$ cat src/collider/stage_delay.sv
`timescale 1ns/1ps

module stage_delay #(
    parameter int WIDTH = 16,
    parameter int DEPTH = 1
) (
    input  logic             clk,
    input  logic             rst,
    input  logic [WIDTH-1:0] din,
    output logic [WIDTH-1:0] dout
);

    logic [WIDTH-1:0] pipe [DEPTH];

    always_ff @(posedge clk or posedge rst) begin
        if (rst) begin
            for (int i = 0; i < DEPTH; i++) begin
                pipe[i] <= '0;
            end
        end else begin
            pipe[0] <= din;
            for (int i = 1; i < DEPTH; i++) begin
                pipe[i] <= pipe[i-1];
            end
        end
    end

    assign dout = pipe[DEPTH-1];

endmodule

$ cat config.mk
export PLATFORM = sky130hd
export DESIGN_NAME = stage_delay
export DESIGN_NICKNAME = d
export VERILOG_FILES = /design/src/collider/stage_delay.sv
export SDC_FILE = /design/constraint.sdc
export NUM_CORES = 1
export LEC_CHECK = 0
export ABC_AREA = 1
export BUFFER_PORTS_ARGS = -buffer_cell sky130_fd_sc_hd__buf_2
export CORE_AREA = 4 4 41 43
export DETAILED_ROUTE_END_ITERATION = 10
export DIE_AREA = 0 0 45 47
export PLACE_DENSITY = 0.66
export SETUP_SLACK_MARGIN = 0.5
export SYNTH_ARGS = -nofsm -noshare
export SYNTH_HDL_FRONTEND = slang
export SYNTH_SLANG_ARGS = --single-unit
export TNS_END_PERCENT = 1
$ cat constraint.sdc
create_clock -name clk -period 0.8 [get_ports clk]
set_input_delay 0.08 -clock clk [delete_from_list [all_inputs] [get_ports clk]]
set_output_delay 0.08 -clock clk [all_outputs]
set_load 0.01 [all_outputs]
# After elaboration in Yosys (flattened, before gate mapping)
# Index checks and enable logic that the tools add are counted.
# classes
add_sub_neg	0
mul	0
n_div	0
order_cmp	0
n_eq_ne	0
n_shift	0
mux	0
bitwise_logic	0
n_reduce_logical	0
# totals
reg_bits	16
latchBits	0
ramBits	0
rom_bits	0
input_bits	18
n_memories	0

# Longest topological paths before layout
# depth
word_depth	0
mapped_depth	1
depth_no_buf	1

# Worst setup path after synthesis
# Ideal clock, no wire load.
# synth_path
path_kind	flip-flop to output port
start	reg pipe (netlist bit dout[0])
end	out dout[0]
arrival_ns	0.376
required_ns	0.720
path_slack_ns	0.344
path_stages_with_launch	1
cell_sequence	dfrtp_1
# synth_rtl
item	line_no	text
from (decl)	13	logic [WIDTH-1:0] pipe [DEPTH];
from (signal, indexed assignment)	23	pipe[i] <= pipe[i-1];
to (decl)	10	output logic [WIDTH-1:0] dout
# No word-level cell between the ends.

# Worst setup path after layout
# layout_path
start	reg pipe (netlist bit dout[9])
end	out dout[9]
# No word-level cell between the ends.

==> metrics.txt <==
Die H=47 µm; first-pass GRT wire length=1020 µm; core footprint=0.00130 mm²; Lkg Pwr=0.354 nW; Crit Path Category=reg2out; Synth area leaders=dfrtp_1, inv_1; layout cells sized above 1=between 60% and 70%; DR iter-0 viols=0; Antenna Nets Post-Route=0; multi-input gates=0; grt ovf=0; area occupied by multi-input gates=0 µm²; unrepaired setup endpoints after global routing=true; via count=263; Total Routing Usage GR=7.13%; area share of the largest cell type after synthesis=99.1%; Inserted Diodes=0; Bufs and invs on worst path=1; Max Cap Violations=0; Max Slew Vio Count=0; total net switching power=0.293 mW; post-route cell area=651 µm²; nets=74; DR pass1 iterations=1; CP Max Fanout=1; pin count of the biggest net entering global routing=17; synthesized net count=35; Setup WS pre-CTS=0.237 ns; port bufs=33; Sinks on Clock Net=16; Int Pwr=1.19 mW; final hold vios=32; fmax=1170 MHz; full die area=0.00212 mm²; std cell rows=13; CTS tree=built; # IOs=34; Post-Syn Instances=17; Final setup viols=16; GPL Wtd Cong=0.626; Netlist cell types=2; Yosys warning total=0; CP cell instances=buf_2; vias in the first global route=between 200 and 300; placed inst area=596 µm²; die width=about 45 µm; Hold WS=-0.211 ns; Area Growth Syn to Fin=61.0%; clock root buffer=clkbuf_4; clock tree buffer depth=2; critical path required time=0.72 ns; Largest register FFs=16; worst setup margin=-0.0575 ns; antenna violations before repair=0; #FFs+latches synth=16; Avg Inst Size Synth=about 24 µm²; sw frac=19.7%; PD cells=2280 mW/mm²; combinational power share=under 10%; crit-path leading delay family=flip-flops; WL final=750 µm; initial core utilization=just over 30%; run status=complete, but fails checks; Reg clk slew, reported paths=0.08 ns; top cell type by total area after synthesis=dfrtp_1; CP max stage cell=dfrtp_1; Worst-Margin Slew=between 0.15 and 0.2 ns; Max VDD drop=1.25 mV; critical path arrival=0.78 ns; worst min-delay path class=in2async; Via density=3.76; crit end category=output port; hpwl dp=613 µm; Clk pwr share=between 30% and 40%; Routed WL per cell=10.7 µm; min Tclk post-route=approximately 0.86 ns; register area share after synthesis=99.1%; area of the mapped netlist=404 µm²; max incr delay on CP=0.37 ns; DRC=0; crit share post-route=107%; violated checks=negative hold slack, negative setup slack; Worst Setup Start Kind=register; H-tree depth=1; Rel. slew slack=87.2%; fillers=119; CTS Buf Count=3; Flop pwr share=57.7%
[layout make-up]
class	instances	area (µm²)	area share, %
flip-flops and latches	16	400	61.5
clock buffers	4	36.3	5.58
inverters	1	3.75	0.577
repair buffers	34	191	29.4
well taps	15	18.8	2.88
[metrics by stage]
| step | hold WS (ns) | power (mW) | util (%) | TNS [ns] | std cells |
|---|---|---|---|---|---|
| 2_1_floorplan | -0.00626 | 0.911 | - | 0 | 17 |
| 3_3_place_gp | 0.0844 | 0.995 | 45.8 | 0 | 66 |
| 3_5_place_dp | 0.0890 | 0.999 | 45.8 | 0 | 66 |
| 4_1_cts | -0.214 | 1.50 | 48.6 | -0.947 | 70 |
| 5_1_grt | -0.200 | 1.57 | 50.0 | -1.34 | 70 |
| 6_report | -0.211 | 1.49 | 50.0 | -0.726 | 70 |
[cells in the final DEF, fill, tap and decap left out]
cell type  Yosys  routed
buf_2          0      30
buf_4          0       1
buf_6          0       3
clkbuf_4       0       3
clkbuf_8       0       1
dfrtp_1       16      16
inv_1          1       1
[cell families after synthesis]
| logic type | synth area share, % |
|---|---|
| buffers and inverters | 0.928 |
| DFF | 99.1 |
[synth_stat cells]
library cell	number
inv_1	1
dfrtp_1	16
[power by group through the flow]
| stage | sequential (mW) | clock, mW | combinational (mW) |
|---|---|---|---|
| finish | 0.858 | 0.497 | 0.130 |
| global route | 0.861 | 0.559 | 0.146 |
| CTS | 0.856 | 0.522 | 0.126 |
| detailed placement | 0.872 | 0 | 0.126 |
| global placement | 0.872 | 0 | 0.123 |
| floorplan | 0.899 | 0 | 0.0122 |
[final timing paths]
check / slack [ns] / cells past startpoint / startpoint / endpoint
max in group asynchronous: 0.84 / 3 / rst / dout[11]
min in group clk: -0.09 / 1 / din[12] / dout[12]
max: -0.06 / 1 / dout[9] / dout[9]
min: -0.21 / 3 / rst / dout[2]
[what timing repair did]
item	4_1_cts	5_1_grt
gates resized for setup	0	3
endpoints found under the setup margin	16	16
buffers inserted	0	0
hold endpoints to repair	32	32
[per-layer routing]
| metal | wire length [µm] | GRT usage (%) | vias up |
|---|---|---|---|
| li1 | - | - | 126 |
| met5 | 0 | 0 | - |
| met3 | 203 | 6.13 | 0 |
| met2 | 305 | 10.7 | 26 |
| met1 | 241 | 6.85 | 111 |
| met4 | 0 | 3.51 | 0 |
Note: power is estimated with default switching activity, not from simulation.
