### config.mk
export PLATFORM = sky130hd
export DESIGN_NAME = equilibrium
export DESIGN_NICKNAME = d
export VERILOG_FILES = /design/src/common/lbm_fixed_pkg.sv /design/src/common/d2q9_pkg.sv /design/src/collider/equilibrium.sv
export SDC_FILE = /design/constraint.sdc
export NUM_CORES = 2
export LEC_CHECK = 0
export BUFFER_PORTS_ARGS = -buffer_cell sky130_fd_sc_hd__buf_2
export CAP_MARGIN = 0
export CORE_ASPECT_RATIO = 2
export CORE_UTILIZATION = 57
export CTS_BUF_LIST = sky130_fd_sc_hd__clkbuf_16
export CTS_CLUSTER_DIAMETER = 120
export CTS_CLUSTER_SIZE = 16
export DETAILED_ROUTE_END_ITERATION = 12
export GPL_TIMING_DRIVEN = 0
export HOLD_SLACK_MARGIN = 0.15
export MAX_ROUTING_LAYER = met4
export PLACE_DENSITY = 0.86
export SKIP_LAST_GASP = 1
export SYNTH_ARGS = -nofsm -noshare
export SYNTH_HDL_FRONTEND = slang
export SYNTH_SLANG_ARGS = --single-unit
### constraint.sdc
create_clock -name clk -period 46.4 [get_ports clk]
set_input_delay 2.32 -clock clk [delete_from_list [all_inputs] [get_ports clk]]
set_output_delay 2.32 -clock clk [all_outputs]
set_load 0.05 [all_outputs]
### src/common/lbm_fixed_pkg.sv
package lbm_fixed_pkg;

    // Q3.13 signed fixed point
    localparam int FRAC_BITS = 13;

    typedef logic signed [15:0] q_t;
    typedef logic signed [31:0] q_wide_t;

    // ----------------------------------------------------------------------
    // Constants
    // ----------------------------------------------------------------------
    localparam q_t Q_ONE           = 16'sh2000;
    localparam q_t Q_TWO           = 16'sh4000;
    localparam q_t Q_THREE         = 16'sh6000;
    localparam q_t Q_THREE_HALVES  = 16'sh3000;
    localparam q_t Q_NINE_QUARTERS = 16'sh4800;

    // Full-precision product, then back to Q3.13 with wrap
    function automatic q_t q_mul(q_t a, q_t b);
        q_wide_t p;
        p = a * b;
        return q_t'(p >>> FRAC_BITS);
    endfunction

endpackage

### src/common/d2q9_pkg.sv
package d2q9_pkg;

    // Lattice directions, also the slot order of every population vector
    typedef enum logic [3:0] {
        DIR_NULL,
        DIR_N,
        DIR_NE,
        DIR_E,
        DIR_SE,
        DIR_S,
        DIR_SW,
        DIR_W,
        DIR_NW
    } dir_e;

    localparam int NUM_DIRS = 9;

    typedef lbm_fixed_pkg::q_t [NUM_DIRS-1:0] pop_vec_t;

    // Lattice weights in Q3.13
    localparam lbm_fixed_pkg::q_t W_REST = 16'sh0E39;
    localparam lbm_fixed_pkg::q_t W_AXIS = 16'sh038E;
    localparam lbm_fixed_pkg::q_t W_DIAG = 16'sh00E4;

    // ----------------------------------------------------------------------
    // Pipeline depths per block
    // ----------------------------------------------------------------------
    localparam int MOMENTS_STAGES     = 2;
    localparam int VELOCITY_STAGES    = 8;
    localparam int EQUILIBRIUM_STAGES = 5;
    localparam int RELAX_STAGES       = 2;
    localparam int PIPE_STAGES        = MOMENTS_STAGES + VELOCITY_STAGES +
                                        EQUILIBRIUM_STAGES + RELAX_STAGES;

endpackage

### src/collider/equilibrium.sv
`timescale 1ns/1ps

module equilibrium (
    input  logic                clk,
    input  logic                rst,
    input  lbm_fixed_pkg::q_t   u_x,
    input  lbm_fixed_pkg::q_t   u_y,
    input  lbm_fixed_pkg::q_t   u_sq,
    input  lbm_fixed_pkg::q_t   ux_sq,
    input  lbm_fixed_pkg::q_t   uy_sq,
    output d2q9_pkg::pop_vec_t  f_eq
);
    import lbm_fixed_pkg::*;
    import d2q9_pkg::*;

    // Stage 1 products
    q_wide_t tux_w, tuy_w, nhx_w, nhy_w, thu_w;
    q_t      xpy, xmy;
    // Stage 2
    q_t      poly_null, poly_n, poly_s, poly_e, poly_w;
    q_wide_t txpy_w, txmy_w, sqpy_w, sqmy_w;
    q_t      thu_s2;
    // Stage 3
    q_wide_t wnull_w, wn_w, ws_w, we_w, ww_w;
    q_wide_t nhpy_w, nhmy_w;
    q_t      txpy_s3, txmy_s3, thu_s3;
    // Stage 4
    q_t      eq_null, eq_n, eq_s, eq_e, eq_w;
    q_t      poly_ne, poly_sw, poly_se, poly_nw;

    q_t tux, tuy, nhx, nhy, thu, nhpy, nhmy;

    assign tux  = q_t'(tux_w >>> FRAC_BITS);
    assign tuy  = q_t'(tuy_w >>> FRAC_BITS);
    assign nhx  = q_t'(nhx_w >>> FRAC_BITS);
    assign nhy  = q_t'(nhy_w >>> FRAC_BITS);
    assign thu  = q_t'(thu_w >>> FRAC_BITS);
    assign nhpy = q_t'(nhpy_w >>> FRAC_BITS);
    assign nhmy = q_t'(nhmy_w >>> FRAC_BITS);

    always_ff @(posedge clk or posedge rst) begin
        if (rst) begin
            {tux_w, tuy_w, nhx_w, nhy_w, thu_w} <= '0;
            {xpy, xmy} <= '0;
            {poly_null, poly_n, poly_s, poly_e, poly_w} <= '0;
            {txpy_w, txmy_w, sqpy_w, sqmy_w} <= '0;
            thu_s2 <= '0;
            {wnull_w, wn_w, ws_w, we_w, ww_w} <= '0;
            {nhpy_w, nhmy_w} <= '0;
            {txpy_s3, txmy_s3, thu_s3} <= '0;
            {eq_null, eq_n, eq_s, eq_e, eq_w} <= '0;
            {poly_ne, poly_sw, poly_se, poly_nw} <= '0;
            f_eq <= '0;
        end else begin
            // 3u, (9/2)u^2 by doubling before 9/4, (3/2)|u|^2
            tux_w <= Q_THREE * u_x;
            tuy_w <= Q_THREE * u_y;
            nhx_w <= Q_NINE_QUARTERS * q_t'(ux_sq <<< 1);
            nhy_w <= Q_NINE_QUARTERS * q_t'(uy_sq <<< 1);
            thu_w <= Q_THREE_HALVES * u_sq;
            xpy   <= u_x + u_y;
            xmy   <= u_x - u_y;

            // ----------------------------------------------------------------
            // Rest and axis polynomials, diagonal products
            // ----------------------------------------------------------------
            poly_null <= Q_ONE - thu;
            poly_n    <= Q_ONE + tuy + nhy - thu;
            poly_s    <= Q_ONE - tuy + nhy - thu;
            poly_e    <= Q_ONE + tux + nhx - thu;
            poly_w    <= Q_ONE - tux + nhx - thu;
            txpy_w    <= Q_THREE * xpy;
            txmy_w    <= Q_THREE * xmy;
            sqpy_w    <= xpy * xpy;
            sqmy_w    <= xmy * xmy;
            thu_s2    <= thu;

            // Axis weights; diagonal square shifted one less to double it
            wnull_w <= W_REST * poly_null;
            wn_w    <= W_AXIS * poly_n;
            ws_w    <= W_AXIS * poly_s;
            we_w    <= W_AXIS * poly_e;
            ww_w    <= W_AXIS * poly_w;
            nhpy_w  <= Q_NINE_QUARTERS * q_t'(sqpy_w >>> (FRAC_BITS - 1));
            nhmy_w  <= Q_NINE_QUARTERS * q_t'(sqmy_w >>> (FRAC_BITS - 1));
            txpy_s3 <= q_t'(txpy_w >>> FRAC_BITS);
            txmy_s3 <= q_t'(txmy_w >>> FRAC_BITS);
            thu_s3  <= thu_s2;

            // ----------------------------------------------------------------
            // Diagonal polynomials, SE and NW lie along x - y
            // ----------------------------------------------------------------
            eq_null <= q_t'(wnull_w >>> FRAC_BITS);
            eq_n    <= q_t'(wn_w >>> FRAC_BITS);
            eq_s    <= q_t'(ws_w >>> FRAC_BITS);
            eq_e    <= q_t'(we_w >>> FRAC_BITS);
            eq_w    <= q_t'(ww_w >>> FRAC_BITS);
            poly_ne <= Q_ONE + txpy_s3 + nhpy - thu_s3;
            poly_sw <= Q_ONE - txpy_s3 + nhpy - thu_s3;
            poly_se <= Q_ONE + txmy_s3 + nhmy - thu_s3;
            poly_nw <= Q_ONE - txmy_s3 + nhmy - thu_s3;

            f_eq[DIR_NULL] <= eq_null;
            f_eq[DIR_N]    <= eq_n;
            f_eq[DIR_S]    <= eq_s;
            f_eq[DIR_E]    <= eq_e;
            f_eq[DIR_W]    <= eq_w;
            f_eq[DIR_NE]   <= q_mul(W_DIAG, poly_ne);
            f_eq[DIR_SW]   <= q_mul(W_DIAG, poly_sw);
            f_eq[DIR_SE]   <= q_mul(W_DIAG, poly_se);
            f_eq[DIR_NW]   <= q_mul(W_DIAG, poly_nw);
        end
    end

endmodule

---- Word level (Yosys, flattened, before mapping) ----
Cells that the tools add are included.
W data, S select, Z words.
storage, ports and cells
  register bits after elaboration ......... 772
  bits of input ports ..................... 82
  output and inout port bits .............. 144
  logic and storage cells ................. 92
operators by class
  multiply operators ...................... 20
  $add $sub $neg .......................... 27
operators with widths
  kind                      number
  $add A16 B16 Y16          9
  $sub A16 B16 Y16          9
  $mul A10 B16 Y26 const A  4
  $mul A7 B16 Y23 const A   4
  $sub A15 B16 Y16 const A  5
  $add A15 B16 Y16 const A  4
  $mul A3 B16 Y16 const A   4
  $mul A16 B16 Y28          2
  $mul A5 B16 Y18 const A   2
  $mul A5 B15 Y17 const A   2
  $mul A13 B16 Y29 const A  1
  $mul A3 B16 Y17 const A   1

---- Longest topological paths before layout ----
  depth after elaboration ................. 3
  gate-level depth with buffers ........... 25
  depth with buffers taken out ............ 23

---- Worst setup path before layout ----
OpenSTA, ideal clock, no wires.
  path type ............................... register to register
  from .................................... register xpy[3]
  to ...................................... register sqpy_w[27]
  arrival ................................. 5.860 ns
  path buffers ............................ 1
  clock period less this slack ............ 5.985 ns
  setup slack ............................. 40.415 ns
  data required time ...................... 46.275 ns
  setup time .............................. 0.125 ns
  cell stages (with the launch flop) ...... 23
  cells stage by stage .................... dfrtp_1 clkbuf_1 nand2_1 inv_1 fa_1 inv_1 fa_1 fa_1 fa_1 inv_1 fa_1 inv_1 fa_1 inv_1 ha_1 nand3_1 or3_1 a311o_1 a311o_1 a21oi_2 a211o_1 a21oi_1 xnor2_1
on the way
  longest elaborated chain between the ends .. 1
RTL lines
  element                 RTL line           source
  from (decl)             equilibrium.sv:18  q_t xpy, xmy;
  from (signal assigned)  equilibrium.sv:61  xpy <= u_x + u_y;
  $mul A16 B16 Y28        equilibrium.sv:74  sqpy_w <= xpy * xpy;
  to (signal assigned)    equilibrium.sv:74
  to (decl)               equilibrium.sv:21  q_wide_t txpy_w, txmy_w, sqpy_w, sqmy_w;
Every way passes these cells.

---- Final worst setup path ----
  from .................................... register xmy[0]
  to ...................................... register sqmy_w[27]
on the way
  longest elaborated chain between the ends .. 1
RTL lines
  element                 RTL line           source
  from (decl)             equilibrium.sv:18
  from (signal assigned)  equilibrium.sv:62  xmy <= u_x - u_y;
  $mul A16 B16 Y28        equilibrium.sv:75  sqmy_w <= xmy * xmy;
  to (signal assigned)    equilibrium.sv:75
  to (decl)               equilibrium.sv:21
Every way passes these cells.

==> flow_metrics.tcl <==
set metrics [dict create \
    status "finished clean" \
    synth-async-reset-ratio 1.00 \
    row_count 185 \
    drtAntennaViolNets 0 \
    top_register "f_eq" \
    worst_slew_pin_slew_ns 1.27 \
    min_period_ns 7.77 \
    post_cts_resized 0 \
    cts_tree "done" \
    synthCells 7156 \
    r2r_cells 23 \
    cts_buffers 47 \
    maxCapViolCount 0 \
    dpl_cell_area_um2 76300 \
    layout-drive-gt1-share 0.0482 \
    ys_seq_elements 672 \
    hold_path_class "reg2reg" \
    cp.required_ns 46.90 \
    fillerInstances 10200 \
    num-nets-final 9704 \
    syn_area_um2 73000 \
    min_from "thu_s2[10]" \
    clkSinkCount 672 \
    fin_tns_setup_ns 0 \
    drt-total-wl_um 166000 \
    synth_fp_nets 9427 \
    syn_to_final_growth_pct 6.35 \
    dieWidth_um 255 \
    gp_congestion 0.976 \
    finalSetupViolCount 0 \
    first_pass_iters 5 \
    final_common_cell "inv_1" \
    ys_warn_count 0 \
    cp-start-kind "flop" \
    grt_pass1_vias 53500 \
    use_met1 0.274 \
    synth_edf_count 0 \
    min_to "thu_s3[10]" \
    r2r-end "sqmy_w[27]" \
    hold_depth 0 \
    start_util 0.574 \
    vias_per_cell 5.22 \
    postCtsHoldBufs 0 \
    met3_usage 0.0245 \
    slew_viol_final 0 \
    clk_path_buf_depth 3 \
    dp_hpwl_um 142000 \
    rsz0062_at_grt "false" \
    worstPathArrival_ns 8.28 \
    clk_latency_ns 0.67 \
    largest_reg_flops 120 \
    vias 47700 \
    drc_errors 0 \
    rr_startpoint "xmy[0]" \
    min_period_over_period 0.168 \
    post_cts_buffers 0 \
    worstSetupPathType "reg2reg" \
    grt_pass1_wl_um 267000 \
    fp.coreArea_um2 127000 \
    most-common-layout-cells "inv_1, ha_1, fa_1" \
    cp-end-kind "flop" \
    crit_fanout 13 \
    yosysSeqAreaShare 0.230 \
    reg2reg_slack_ns 38.63 \
    die_h_um 508 \
    antenna_found_initial 12 \
    io_pins 226 \
    ys_types 73 \
    fin_skew_ns 0.0518 \
    finalHoldViolCount 0 \
    hold_ws_ns 0.325 \
    clock-root-buffer "clkbuf_16" \
    max-slew-margin-rel 0.144 \
    max_freq_ghz 0.129 \
    avgRoutedWirePerCell_um 18.1 \
    final_cell_area_um2 77600 \
    grt-ovfl-total 0 \
    reg_top3 "f_eq (120), sqpy_w (17), wnull_w (17)" \
    die-area_um2 130000 \
    avgSynthCellArea_um2 10.2 \
    grt_usage 0.277 \
    met2_usage 0.498 \
    htreeDepth 2 \
    grt_max_degree 134 \
    busiest_layer "met2" \
    portBuffers 223 \
    clkTransAtPathRegs_ns 0.08 \
    drt_iter0_drc 2026 \
    yosys_most_used_dff "dfrtp_1" \
]
-- layer usage --
| layer | vias up | share of wire |
|---|---|---|
| li1 | 22300 | - |
| met1 | 23700 | 0.34 |
| met3 | 553 | 0.034 |
| met2 | 1060 | 0.53 |
| met4 | 0 | 0.091 |
| met5 | - | 0 |
-- worst max path at each step --
stage	depth (start not counted)	start	endpoint
finish	23	xmy[0]	sqmy_w[27]
global route	23	xmy[0]	sqmy_w[27]
CTS	23	xmy[0]	sqmy_w[27]
detailed placement	23	xmy[0]	sqmy_w[27]
global placement	2	rst	f_eq[29]
floorplan	1	rst	eq_e[0]
-- worst max-delay path, stage by stage (launching register included) --
cell	delay (ns)
dfrtp_1	0.92
clkinv_1	0.76
clkbuf_1	0.49
nor2_1	0.28
ha_1	0.19
ha_1	0.14
inv_1	0.05
fa_1	0.39
fa_1	0.49
inv_1	0.05
fa_1	0.53
inv_1	0.05
fa_1	0.48
inv_1	0.04
ha_1	0.31
o21ai_0	0.12
a221oi_1	0.31
o21ai_0	0.23
a21oi_1	0.53
o21a_1	0.31
a41o_1	0.29
nor4_1	0.07
nor3_1	0.34
xnor2_1	0.23
-- cell usage after synthesis (all sizes together), types with 28 or more instances --
| cell | n | share of area |
|---|---|---|
| dfrtp | 672 | 0.23 |
| o21bai | 56 | 0.0058 |
| o21a | 60 | 0.0062 |
| inv | 2105 | 0.11 |
| nor3 | 99 | 0.0068 |
| xor2 | 109 | 0.013 |
| and2 | 72 | 0.0062 |
| o21ai | 81 | 0.0056 |
| nor2 | 286 | 0.015 |
| a21oi | 226 | 0.016 |
| nand2 | 226 | 0.012 |
| and3 | 35 | 0.0030 |
| nand3 | 60 | 0.0041 |
| clkbuf | 51 | 0.0026 |
| a31o | 28 | 0.0034 |
| a21o | 92 | 0.0095 |
| xnor2 | 405 | 0.049 |
| ha | 1245 | 0.21 |
| fa | 944 | 0.26 |
| nor2b | 37 | 0.0032 |
-- metrics by stage --
| step | setup WS, ns | std cells | util |
|---|---|---|---|
| after floorplan | 25.24 | 7156 | - |
| after global placement | 19.21 | 9062 | 0.599 |
| after global routing | 38.41 | 9131 | 0.611 |
| final | 38.63 | 9133 | 0.611 |
| after detailed placement | 38.78 | 9067 | 0.601 |
| after CTS | 38.73 | 9116 | 0.610 |
-- layout make-up --
cell class	count	area (um^2)	share of cell area
inverters	2106	7910	0.102
plain buffers	77	379	0.00489
clock buffers	49	1230	0.0158
multi-input cells	4301	47900	0.617
flip-flops and latches	672	16800	0.217
repair buffers	228	1250	0.0162
well taps	1683	2110	0.0271
diodes	17	42.5	0.000548
-- kinds of logic (layout without fill, tap and decap cells) --
kind of cell	Yosys count	after routing	synth area share
other	0	17	0
and+or+nand+nor	895	895	0.0567
adders and majority gates	2189	2189	0.473
buffers and inverters	2183	2460	0.114
DFF	672	672	0.230
AOI/OAI and AO/OA	693	693	0.0636
muxes	10	10	0.00141
xor gates and xnor gates	514	514	0.0617
Power is not shown: default switching activity piles up to over one toggle a cycle in this logic, so the estimate is an artifact.
